`src/rtl/ttc_pkg.sv`:
```
/*
 * Shared types and constants for the triple-match timer/counter
 * Register map, mode and interrupt encodings, bus and config structs
 */
`default_nettype none

package ttc_pkg;

  // ----------------------------------------
  // Widths
  // ----------------------------------------
  localparam int unsigned CNT_W     = 16;  // Counter and register data
  localparam int unsigned NUM_INTR  = 5;   // Interrupt sources
  localparam int unsigned NUM_MATCH = 3;   // Match comparators

  // Register addresses
  typedef enum logic [3:0] {
    REG_CTRL      = 4'h0,
    REG_INTERVAL  = 4'h1,
    REG_MATCH1    = 4'h2,
    REG_MATCH2    = 4'h3,
    REG_MATCH3    = 4'h4,
    REG_COUNT     = 4'h5,  // Read only
    REG_INTR_EN   = 4'h6,
    REG_INTR_STAT = 4'h7   // Read clears
  } ttc_reg_e;

  typedef enum logic {
    MODE_INTERVAL = 1'b0,  // Wrap at interval value
    MODE_OVERFLOW = 1'b1   // Wrap at all ones
  } ttc_mode_e;

  // Bit positions in event, enable and status vectors
  typedef enum int unsigned {
    INTR_INTERVAL = 0,
    INTR_MATCH1   = 1,
    INTR_MATCH2   = 2,
    INTR_MATCH3   = 3,
    INTR_OVERFLOW = 4
  } ttc_intr_e;

  // REG_CTRL field positions, restart is a strobe only
  localparam int unsigned CTRL_EN_BIT      = 0;
  localparam int unsigned CTRL_MODE_BIT    = 1;
  localparam int unsigned CTRL_RESTART_BIT = 2;

  // ----------------------------------------
  // Structs
  // ----------------------------------------
  typedef struct packed {
    logic             write;  // 1 = write, 0 = read
    ttc_reg_e         addr;
    logic [CNT_W-1:0] wdata;
  } ttc_bus_req_t;

  typedef struct packed {
    logic                             enable;
    ttc_mode_e                        mode;
    logic [CNT_W-1:0]                 interval;
    logic [NUM_MATCH-1:0][CNT_W-1:0]  match;  // match[0] is match 1
  } ttc_cnt_cfg_t;

endpackage

`default_nettype wire

```
`src/rtl/ttc_reg_if.sv`:
```
/*
 * Register slave behind a four-phase req/ack handshake
 * Holds counter setup and interrupt enables; status read strobes a clear
 */
`default_nettype none

module ttc_reg_if
  import ttc_pkg::*;
#(
  parameter int unsigned N_SRC = NUM_INTR
) (
  input  wire                 pclk18,
  input  wire                 n_p_reset18,
  input  wire                 req,
  input  wire ttc_bus_req_t   bus_req,      // Stable while req high
  output logic                ack,
  output logic [CNT_W-1:0]    rdata,
  output ttc_cnt_cfg_t        cnt_cfg,
  output logic                restart,      // One-cycle strobe
  output logic [N_SRC-1:0]    intr_en,
  output logic                clear_intr,   // One-cycle strobe
  input  wire  [CNT_W-1:0]    count,
  input  wire  [N_SRC-1:0]    intr_stat
);

  typedef enum logic {S_IDLE, S_ACK} state_e;

  state_e           state_q;
  logic             take;     // Access accepted on this edge
  logic [CNT_W-1:0] rd_mux;

  assign take = (state_q == S_IDLE) && req;
  assign ack  = (state_q == S_ACK);

  // ----------------------------------------
  // Handshake FSM
  // ----------------------------------------
  always_ff @(posedge pclk18 or negedge n_p_reset18)
  begin
    if (!n_p_reset18)
      state_q <= S_IDLE;
    else
    begin
      case (state_q)
        S_IDLE: if (req) state_q <= S_ACK;     // Access done on this edge
        S_ACK:  if (!req) state_q <= S_IDLE;   // Master released
        default: state_q <= S_IDLE;
      endcase
    end
  end

  // ----------------------------------------
  // Write decode and strobes
  // ----------------------------------------
  always_ff @(posedge pclk18 or negedge n_p_reset18)
  begin
    if (!n_p_reset18)
    begin
      cnt_cfg    <= '0;    // Disabled, interval mode
      intr_en    <= '0;
      restart    <= 1'b0;
      clear_intr <= 1'b0;
    end
    else
    begin
      restart    <= 1'b0;  // Strobes default low
      clear_intr <= 1'b0;
      if (take && bus_req.write)
      begin
        case (bus_req.addr)
          REG_CTRL:
          begin
            cnt_cfg.enable <= bus_req.wdata[CTRL_EN_BIT];
            cnt_cfg.mode   <= ttc_mode_e'(bus_req.wdata[CTRL_MODE_BIT]);
            restart        <= bus_req.wdata[CTRL_RESTART_BIT];  // Not stored
          end
          REG_INTERVAL: cnt_cfg.interval <= bus_req.wdata;
          REG_MATCH1:   cnt_cfg.match[0] <= bus_req.wdata;
          REG_MATCH2:   cnt_cfg.match[1] <= bus_req.wdata;
          REG_MATCH3:   cnt_cfg.match[2] <= bus_req.wdata;
          REG_INTR_EN:  intr_en <= bus_req.wdata[N_SRC-1:0];
          default: ;   // Count and status ignore writes
        endcase
      end
      // Reading status clears it one edge later
      if (take && !bus_req.write && (bus_req.addr == REG_INTR_STAT))
        clear_intr <= 1'b1;
    end
  end

  // Read mux
  always_comb
  begin
    rd_mux = '0;
    case (bus_req.addr)
      REG_CTRL:      rd_mux[1:0] = {cnt_cfg.mode, cnt_cfg.enable};
      REG_INTERVAL:  rd_mux = cnt_cfg.interval;
      REG_MATCH1:    rd_mux = cnt_cfg.match[0];
      REG_MATCH2:    rd_mux = cnt_cfg.match[1];
      REG_MATCH3:    rd_mux = cnt_cfg.match[2];
      REG_COUNT:     rd_mux = count;
      REG_INTR_EN:   rd_mux[N_SRC-1:0] = intr_en;
      REG_INTR_STAT: rd_mux[N_SRC-1:0] = intr_stat;
      default: ;
    endcase
  end

  always_ff @(posedge pclk18)
  begin
    if (take && !bus_req.write)
      rdata <= rd_mux;   // Valid while ack high
  end

  // Slave only answers a request that was present on the edge before
  a_ack_needs_req: assert property (@(posedge pclk18) disable iff (!n_p_reset18)
    $rose(ack) |-> $past(req));

endmodule

`default_nettype wire

```
`src/rtl/ttc_counter.sv`:
```
/*
 * 16-bit counter, interval or overflow mode, with three match compares
 * Drives level events for interval wrap, matches and overflow
 */
`default_nettype none

module ttc_counter
  import ttc_pkg::*;
#(
  parameter int unsigned N_SRC = NUM_INTR
) (
  input  wire                pclk18,
  input  wire                n_p_reset18,
  input  wire ttc_cnt_cfg_t  cnt_cfg,
  input  wire                restart,    // Zero count on next edge
  output logic [CNT_W-1:0]   count,
  output logic [N_SRC-1:0]   events
);

  logic [CNT_W-1:0]     wrap_val;    // Last value before wrap
  logic                 at_wrap;
  logic [NUM_MATCH-1:0] match_hit;
  logic                 in_range_q;  // Restarted since interval/mode change
  logic [CNT_W-1:0]     interval_q;  // Interval seen at last restart

  assign wrap_val = (cnt_cfg.mode == MODE_INTERVAL) ? cnt_cfg.interval : '1;
  assign at_wrap  = (count == wrap_val);

  // ----------------------------------------
  // Count register
  // ----------------------------------------
  always_ff @(posedge pclk18 or negedge n_p_reset18)
  begin
    if (!n_p_reset18)
      count <= '0;
    else if (restart)
      count <= '0;                 // Restart wins over enable
    else if (cnt_cfg.enable)
    begin
      if (at_wrap)
        count <= '0;
      else
        count <= count + 1'b1;     // Wraps naturally past all ones
    end
  end

  // Match comparators
  for (genvar i = 0; i < NUM_MATCH; i++)
  begin : g_match
    assign match_hit[i] = cnt_cfg.enable && (count == cnt_cfg.match[i]);
  end

  // Level events, high for the cycle the condition holds
  always_comb
  begin
    events = '0;
    events[INTR_INTERVAL] = cnt_cfg.enable && (cnt_cfg.mode == MODE_INTERVAL) && at_wrap;
    events[int'(INTR_MATCH1) +: NUM_MATCH] = match_hit;
    events[INTR_OVERFLOW] = cnt_cfg.enable && (cnt_cfg.mode == MODE_OVERFLOW) && at_wrap;
  end

  // ----------------------------------------
  // Range tracking for the interval check
  // ----------------------------------------
  always_ff @(posedge pclk18 or negedge n_p_reset18)
  begin
    if (!n_p_reset18)
    begin
      in_range_q <= 1'b0;
      interval_q <= '0;
    end
    else if (restart)
    begin
      in_range_q <= (cnt_cfg.mode == MODE_INTERVAL);
      interval_q <= cnt_cfg.interval;
    end
    else if ((cnt_cfg.interval != interval_q) || (cnt_cfg.mode != MODE_INTERVAL))
      in_range_q <= 1'b0;   // Needs a new restart
  end

  // Once restarted under the current interval, count stays in range
  a_count_in_range: assert property (@(posedge pclk18) disable iff (!n_p_reset18)
    (in_range_q && (cnt_cfg.mode == MODE_INTERVAL) && (cnt_cfg.interval == interval_q))
      |-> (count <= cnt_cfg.interval));

endmodule

`default_nettype wire

```
`src/rtl/ttc_interrupt.sv`:
```
/*
 * Interrupt capture: registers each event, catches its rising edge,
 * keeps enabled edges in status until read, drives the irq line
 */
`default_nettype none

module ttc_interrupt
  import ttc_pkg::*;
#(
  parameter int unsigned N_SRC = NUM_INTR
) (
  input  wire              pclk18,
  input  wire              n_p_reset18,
  input  wire [N_SRC-1:0]  events,      // Level events from counter
  input  wire [N_SRC-1:0]  intr_en,
  input  wire              clear_intr,  // Strobe from status read
  output logic [N_SRC-1:0] intr_stat,
  output logic             irq
);

  logic [N_SRC-1:0] sync_q;     // Event level, one cycle late
  logic [N_SRC-1:0] edge_q;     // Rising edges, one cycle wide
  logic [N_SRC-1:0] new_bits;   // Enabled edges to record
  logic             set_q;      // Edge captured last cycle

  assign new_bits = edge_q & intr_en;

  // ----------------------------------------
  // Edge capture and status
  // ----------------------------------------
  always_ff @(posedge pclk18 or negedge n_p_reset18)
  begin
    if (!n_p_reset18)
    begin
      sync_q    <= '0;
      edge_q    <= '0;
      set_q     <= 1'b0;
      intr_stat <= '0;
    end
    else
    begin
      sync_q <= events;
      edge_q <= events & ~sync_q;   // Low last cycle, high now
      set_q  <= |edge_q;

      // Guard: skip the clear if an edge just landed, so it is not lost
      if (clear_intr && !set_q)
        intr_stat <= new_bits;
      else
        intr_stat <= intr_stat | new_bits;
    end
  end

  assign irq = |intr_stat;   // Level, held until status read

  // An enabled edge always reaches the line, clear strobe or not
  a_edge_to_irq: assert property (@(posedge pclk18) disable iff (!n_p_reset18)
    (new_bits != '0) |=> irq);

endmodule

`default_nettype wire

```
`src/rtl/ttc_top.sv`:
```
/*
 * Timer/counter subsystem top: register slave, counter, interrupt block
 * Bus master drives req/bus_req; irq is a level output
 */
`default_nettype none

module ttc_top
  import ttc_pkg::*;
#(
  parameter int unsigned N_SRC = NUM_INTR   // Interrupt source count
) (
  input  wire                pclk18,
  input  wire                n_p_reset18,
  input  wire                req,
  input  wire ttc_bus_req_t  bus_req,
  output logic               ack,
  output logic [CNT_W-1:0]   rdata,
  output logic               irq
);

  // ----------------------------------------
  // Internal nets
  // ----------------------------------------
  ttc_cnt_cfg_t     cnt_cfg;
  logic             restart;      // Reg slave to counter
  logic             clear_intr;   // Reg slave to interrupt block
  logic [N_SRC-1:0] intr_en;
  logic [N_SRC-1:0] intr_stat;
  logic [N_SRC-1:0] events;
  logic [CNT_W-1:0] count;

  ttc_reg_if #(.N_SRC(N_SRC)) u_reg_if (
    .pclk18      (pclk18),
    .n_p_reset18 (n_p_reset18),
    .req         (req),
    .bus_req     (bus_req),
    .ack         (ack),
    .rdata       (rdata),
    .cnt_cfg     (cnt_cfg),
    .restart     (restart),
    .intr_en     (intr_en),
    .clear_intr  (clear_intr),
    .count       (count),
    .intr_stat   (intr_stat)
  );

  ttc_counter #(.N_SRC(N_SRC)) u_counter (
    .pclk18      (pclk18),
    .n_p_reset18 (n_p_reset18),
    .cnt_cfg     (cnt_cfg),
    .restart     (restart),
    .count       (count),
    .events      (events)
  );

  ttc_interrupt #(.N_SRC(N_SRC)) u_interrupt (
    .pclk18      (pclk18),
    .n_p_reset18 (n_p_reset18),
    .events      (events),
    .intr_en     (intr_en),
    .clear_intr  (clear_intr),
    .intr_stat   (intr_stat),
    .irq         (irq)
  );

endmodule

`default_nettype wire

```
`config.mk`:
```
export PLATFORM = sky130hd
export DESIGN_NAME = ttc_top
export DESIGN_NICKNAME = d
export VERILOG_FILES = /design/src/rtl/ttc_pkg.sv /design/src/rtl/ttc_reg_if.sv /design/src/rtl/ttc_counter.sv /design/src/rtl/ttc_interrupt.sv /design/src/rtl/ttc_top.sv
export SDC_FILE = /design/constraint.sdc
export NUM_CORES = 1
export LEC_CHECK = 0
export ABC_AREA = 1
export BUFFER_PORTS_ARGS = -buffer_cell sky130_fd_sc_hd__buf_2
export CAP_MARGIN = 20
export CORE_ASPECT_RATIO = 1.5
export CORE_MARGIN = 5
export CORE_UTILIZATION = 60
export DETAILED_ROUTE_END_ITERATION = 6
export HOLD_SLACK_MARGIN = 0.1
export PLACE_DENSITY = 0.79
export SLEW_MARGIN = 20
export SYNTH_ARGS = -nofsm -noshare
export SYNTH_HDL_FRONTEND = slang
export SYNTH_SLANG_ARGS = --single-unit
export TNS_END_PERCENT = 20
```
`constraint.sdc`:
```
create_clock -name pclk18 -period 5.6 [get_ports pclk18]
set_clock_uncertainty 0.1 [all_clocks]
set_input_delay 0.56 -clock pclk18 [delete_from_list [all_inputs] [get_ports pclk18]]
set_output_delay 0.56 -clock pclk18 [all_outputs]
set_load 0.05 [all_outputs]
```
==> metrics.csv, run 1 <==
metric,value,unit
status,completed,
synthMuxAreaShare,0,
syn_to_final_growth,14.0,%
leakagePower,0.00326,µW
dpl.hpwl,14100,µm
r2r-start,u_reg_if.cnt_cfg[64],
critPathRequiredTime,5810,ps
whs,157,ps
endpoint_kind,flop,
grt_pass1_vias,5395,
worstMarginPinSlew,1050,ps
yosys_register_bits,122,
cts.clk_slew.worst_paths,60,ps
switching_share,0.334,
synth-simple-area-share,0.214,
die-area,12400,µm²
synth-compound-area-share,0.165,
cp_data_arrival_time,2870,ps
final_util,0.697,
ys_warn_count,0,
via_per_inst,6.14,
drt_pass1_iterations,6,
ir_drop,0.245,mV
rows,45,
finalCritPeriodShare,0.476,
layout_common_cells,"nand2_1 (198), o21ai_0 (109), dfrtp_1 (106)",
hp-class,primary input to flop,
grt_antenna_before_repair,0,
layout.nets,825,
ios,42,
ys_seq_area_frac,0.508,
cts_resized,0,
worstPathMaxFanout,32,
synth_cells,769,
r2r-end,u_counter.count[5],
hold_end,u_reg_if.ack,
cts_tree,built,
wire_per_inst,20.8,µm
finalCriticalPeriod,2660,ps
vias,5708,
clock-root-buffer,clkbuf_16,
avgSynthCellArea,8.02,µm²
intPower,1930,µW
grt_use_total,0.322,
synth_nets,794,
r2r_slack,2990,ps
p_sw,968,µW
ys_types,37,
p_per_area,412,nW/µm²
die_x,92.8,µm
gp_congestion,0.970,
final_common_cell,nand2_1,
hp-start,req,
clockBufferDepth,2,
slew_violations,0,
insertion_delay,420,ps
max_clock_freq,0.375,GHz
stdcell_count,930,
setup-violations-final,0,
tns,0,ps
place_inst,896,
grt_max_degree,55,
synth_area_leaders,"dfrtp_1 (43%), nand2_1 (12%), o21ai_0 (8.8%)",
first_iter_violations,534,
cts_htree_levels,4,
maxCapViolCount,0,
power.clock.fraction,0.399,
antenna_cells,0,
reg2regPathDepth,9,
criticalPathCategory,primary input to flop,
overflow,0,
initial_core_util,0.612,
nFillCells,823,
synth_area,6170,µm²
finalHoldViolCount,0,
cts.sinks,122,
grt_first_pass_wirelength,29900,µm
drive_gt1_frac,0.105,
min_path_cells,1,
critPathLaunchType,primary input,
combPwrFrac,0.193,
seq_power_share,0.408,
synth_top_area_frac,0.430,
postCtsSetupBuffers,0,
drcViolationCount,0,
synthXorXnorAreaFrac,0.0327,
synth_top_area_cell,dfrtp_1,
ant_nets,0,
dieHeight,134,µm
io_buffers,41,
wl,19300,µm
relSlewSlack,0.298,
synth_top_family_by_area,simple AND/OR/NAND/NOR gates,
synthAdderAreaFrac,0.00203,
rsz0062_at_grt,no,
core,10100,µm²
cts_buffers,17,
-- metal layers --
layer	share of wire	up-vias	wire, µm	GRT usage
met5	0	-	0	0
met4	0.067	0	1300	0.196
met3	0.072	91	1390	0.0584
met2	0.50	319	9700	0.545
met1	0.36	2697	6940	0.376
li1	-	2601	-	-
-- repair_timing --
action	CTS	global route
endpoints found under the setup margin	0	0
endpoints found under the hold margin	8	0
hold buffers	1	0
-- power by group through the flow --
stage,Combinational [µW],Sequential (µW),Clock [µW]
2_1_floorplan,437,1100,0
3_3_place_gp,531,1190,0
3_5_place_dp,543,1190,0
4_1_cts,551,1170,1150
5_1_grt,615,1190,1200
6_report,560,1180,1150
-- sequential cells by signal, summed over array words and instances, names as in the netlist --
| signal | flops |
|---|---|
| u_interrupt.intr_stat | 5 |
| u_interrupt.sync_q | 5 |
| u_reg_if.restart | 1 |
| u_counter.count | 16 |
| u_reg_if.rdata | 16 |
| u_reg_if.ack | 1 |
| u_interrupt.set_q | 1 |
| u_reg_if.clear_intr | 1 |
| u_interrupt.edge_q | 5 |
| u_reg_if.intr_en | 5 |
| u_reg_if.cnt_cfg | 66 |
-- kinds of logic (layout without fill, tap and decap cells) --
family,Yosys count,count (layout)
buffers and inverters,120,164
AND/OR/NAND/NOR,323,323
adder cells (fa/ha/maj),1,1
XOR/XNOR,23,23
flip-flops,122,122
AO/OA/AOI/OAI,180,180
-- critical path: stages --
cell and delay, ps:
buf_2 100, nor2_1 270, nand2_1 330, inv_1 450
nand2_1 710, o21ai_0 440
-- synthesized netlist by cell type, drive strengths merged --
library cell / n
a211oi: 1
a21oi: 19
a221oi: 5
a22o: 1
buf: 18
clkbuf: 14
clkinv: 1
dfrtp: 106
edfxtp: 16
ha: 1
inv: 87
nand2: 200
nand3: 20
nand3b: 2
nand4: 8
nor2: 78
nor3: 12
nor4: 1
o2111ai: 2
o211ai: 3
o21ai: 110
o21bai: 1
o221ai: 10
o22ai: 28
or2: 2
xnor2: 6
xor2: 17
-- how the worst max path moves through the flow --
stage | from | endpoint | slack (ps)
after detailed placement | bus_req[19] | u_reg_if.cnt_cfg[47] | 2680
final | bus_req[18] | u_reg_if.cnt_cfg[30] | 2940
after floorplan | u_reg_if.ack | u_reg_if.rdata[0] | 3280
after global placement | bus_req[18] | u_reg_if.cnt_cfg[22] | 2750
after global routing | u_reg_if.cnt_cfg[64] | u_counter.count[13] | 2730
after CTS | u_reg_if.cnt_cfg[64] | u_counter.count[5] | 3040
-- area by class of cell --
| class | instances | area [µm²] | area share |
|---|---|---|---|
| Clock inverter | 13 | 166 | 0.0237 |
| Sequential cell | 122 | 3130 | 0.446 |
| Inverter | 88 | 330 | 0.0470 |
| Tap cell | 117 | 146 | 0.0208 |
| Multi-Input combinational cell | 527 | 2560 | 0.364 |
| Timing Repair Buffer | 44 | 240 | 0.0342 |
| Clock buffer | 19 | 454 | 0.0646 |
-- stage by stage --
stage | cell area, µm² | worst slack [ps] | total power (µW)
2_1_floorplan | 6170 | 3280 | 1530
3_3_place_gp | 6380 | 2750 | 1720
3_5_place_dp | 6380 | 2680 | 1730
4_1_cts | 7010 | 3040 | 2870
5_1_grt | 7030 | 2730 | 3000
6_report | 7030 | 2940 | 2900
Note: power is estimated with default switching activity, not from simulation.
==> inputs of run 2 (changes only) <==
Settings changed: CORE_UTILIZATION 60 to 55, PLACE_DENSITY 0.79 to 0.76.
Clock period 5.6 ns to 2.3 ns, I/O delays scaled along.
==> run 2 against run 1 <==
Final area is 6.0% higher. Power increased to 2.5 times the previous value. Die area grew 8.2%. Setup slack worse by 2700 ps. Largest power group is now clock.
==> metrics.csv, run 2 (synthesis gave the netlist of run 1 again) <==
metric,value,unit,change
via_per_inst,5.84,,-4.9%
ir_drop,0.496,mV,+100%
grt_use_total,0.330,,+0.00820
dieHeight,140,µm,+4.1%
min_path_cells,3,,+2
criticalPathCategory,flop to flop,,
nFillCells,943,,+15%
regMostFlops,u_reg_if.cnt_cfg,,
layout.nets,867,,+5.1%
setup-violations-final,0,,unchanged
ios,42,,unchanged
cts.clk_slew.worst_paths,60,ps,about the same
worstPathMaxFanout,8,,-75%
wl,20700,µm,+7.1%
drt_pass1_iterations,7,,+1
critical_path.most_common_cell,nand2_1,,
cp_data_arrival_time,2210,ps,-660 ps
dpl.hpwl,15200,µm,+7.4%
final_common_cell,nand2_1,,
gp_congestion,1.00,,+3.2%
vias,5847,,+2.4%
max_clock_freq,0.493,GHz,
path_cells,inv_1 -> o21ai_0 -> nand2_1 -> nor2_1 -> nand2_1 -> nor2_1 -> nand2_1 -> nand2_1 -> o21ai_0,,
cts_buffers,17,,unchanged
p_per_area,978,nW/µm²,+140%
antenna_cells,0,,unchanged
die-area,13500,µm²,+8.2%
r2r-end,u_counter.count[12],,
hold_end,u_reg_if.cnt_cfg[18],,
cts.sinks,122,,unchanged
critPathRequiredTime,2480,ps,-3330 ps
maxCapViolCount,0,,unchanged
worstMarginPinSlew,504,ps,-549 ps
placed_cell_area,6640,µm²,+4.1%
overflow,0,,unchanged
slew_violations,0,,unchanged
clockBufferDepth,2,,unchanged
tns,0,ps,unchanged
power.clock.fraction,0.404,,+0.005
endpoint_kind,flop,,
whs,122,ps,-35.2 ps
ant_nets,0,,unchanged
layout_common_cells,"nand2_1 (198), o21ai_0 (109), dfrtp_1 (106)",,
drive_gt1_frac,0.130,,+0.0253
first_iter_violations,641,,+20%
io_buffers,41,,unchanged
rows,47,,+4.4%
largest_register_ffs,66,,unchanged
relSlewSlack,0.664,,+0.366
slowest_stage,dfrtp_1,,
seq_power_share,0.382,,-0.026
cts_tree,built,,
syn_to_final_growth,20.8,%,
die_x,96.5,µm,+4.0%
rsz0062_at_grt,no,,
core,11000,µm²,+9.1%
drcViolationCount,0,,unchanged
postCtsSetupBuffers,0,,unchanged
r2r_slack,270,ps,-2720 ps
intPower,4940,µW,+160%
critPathLaunchType,flop,,
hp-class,primary input to flop,,
grt_max_degree,48,,-13%
design_area,7450,µm²,+6.0%
cts_htree_levels,4,,unchanged
status,completed,,
finalCritPeriodShare,0.882,,
wire_per_inst,20.6,µm,-0.61%
finalCriticalPeriod,2030,ps,
switching_share,0.322,,-0.0125
grt_pass1_vias,5944,,+10%
largestRegisters,"u_reg_if.cnt_cfg x66, u_counter.count x16, u_reg_if.rdata x16",,
hp-start,bus_req[2],,
cpPeakStageDelay,530,ps,-180 ps
clock-root-buffer,clkbuf_16,,
finalHoldViolCount,0,,unchanged
combPwrFrac,0.214,,+0.021
grt_first_pass_wirelength,32700,µm,+9.2%
initial_core_util,0.561,,-0.0511
reg2regPathDepth,9,,unchanged
grt_antenna_before_repair,0,,unchanged
p_sw,2340,µW,+140%
leakagePower,0.00347,µW,+6.3%
insertion_delay,420,ps,about the same
r2r-start,u_counter.count[11],,
run 2: final cells by class:
type | count | area [µm²] | share of cell area
multi-input combinational | 527 | 2550 | 0.343
timing repair buffer | 86 | 598 | 0.0803
tap | 147 | 184 | 0.0247
clock inverter | 14 | 221 | 0.0297
inverter | 88 | 330 | 0.0443
sequential | 122 | 3130 | 0.421
clock buffer | 18 | 429 | 0.0576
run 2: how the worst max path moves through the flow:
stage                           to  cells after the start                start
3_3_place_gp   u_counter.count[14]                      9  u_counter.count[11]
3_5_place_dp   u_counter.count[12]                      9  u_counter.count[11]
5_1_grt        u_counter.count[12]                      9  u_counter.count[11]
2_1_floorplan    u_reg_if.rdata[0]                      1         u_reg_if.ack
6_report       u_counter.count[12]                      9  u_counter.count[11]
4_1_cts        u_counter.count[12]                      9  u_counter.count[11]
run 2: timing repair:
action,4_1_cts,5_1_grt
hold endpoints to repair,156,0
hold buffers,16,0
gates resized for setup,0,0
run 2: routing by layer:
| layer | track usage | wire length (µm) | up-vias |
|---|---|---|---|
| li1 | - | - | 2677 |
| met1 | 0.389 | 7370 | 2714 |
| met2 | 0.521 | 10000 | 347 |
| met3 | 0.0740 | 1540 | 109 |
| met4 | 0.233 | 1770 | 0 |
| met5 | 0 | 0 | - |
run 2: worst max-delay path, delay by kind of cell (launching register included):
family	cells	cell delay [ps]
AOI/OAI and AO/OA	2	240
buffers and inverters	1	230
DFF	1	530
and+or+nand+nor	6	790
run 2: power by group through the flow:
stage / Combinational, µW / Clock [µW] / Sequential, µW
2_1_floorplan: 1060 / 0 / 2670
3_3_place_gp: 1480 / 0 / 2800
3_5_place_dp: 1500 / 0 / 2800
4_1_cts: 1540 / 2960 / 2770
5_1_grt: 1710 / 3060 / 2810
6_report: 1560 / 2940 / 2780
run 2: per-stage QoR:
step           worst slack, ps  utilization  total power [µW]  instances
6_report                   272        0.677              7280       1002
5_1_grt                    108        0.677              7590       1002
4_1_cts                    349        0.677              7270       1002
3_5_place_dp               345        0.604              4310        954
3_3_place_gp               440        0.604              4280        954
2_1_floorplan              463            -              3740        769
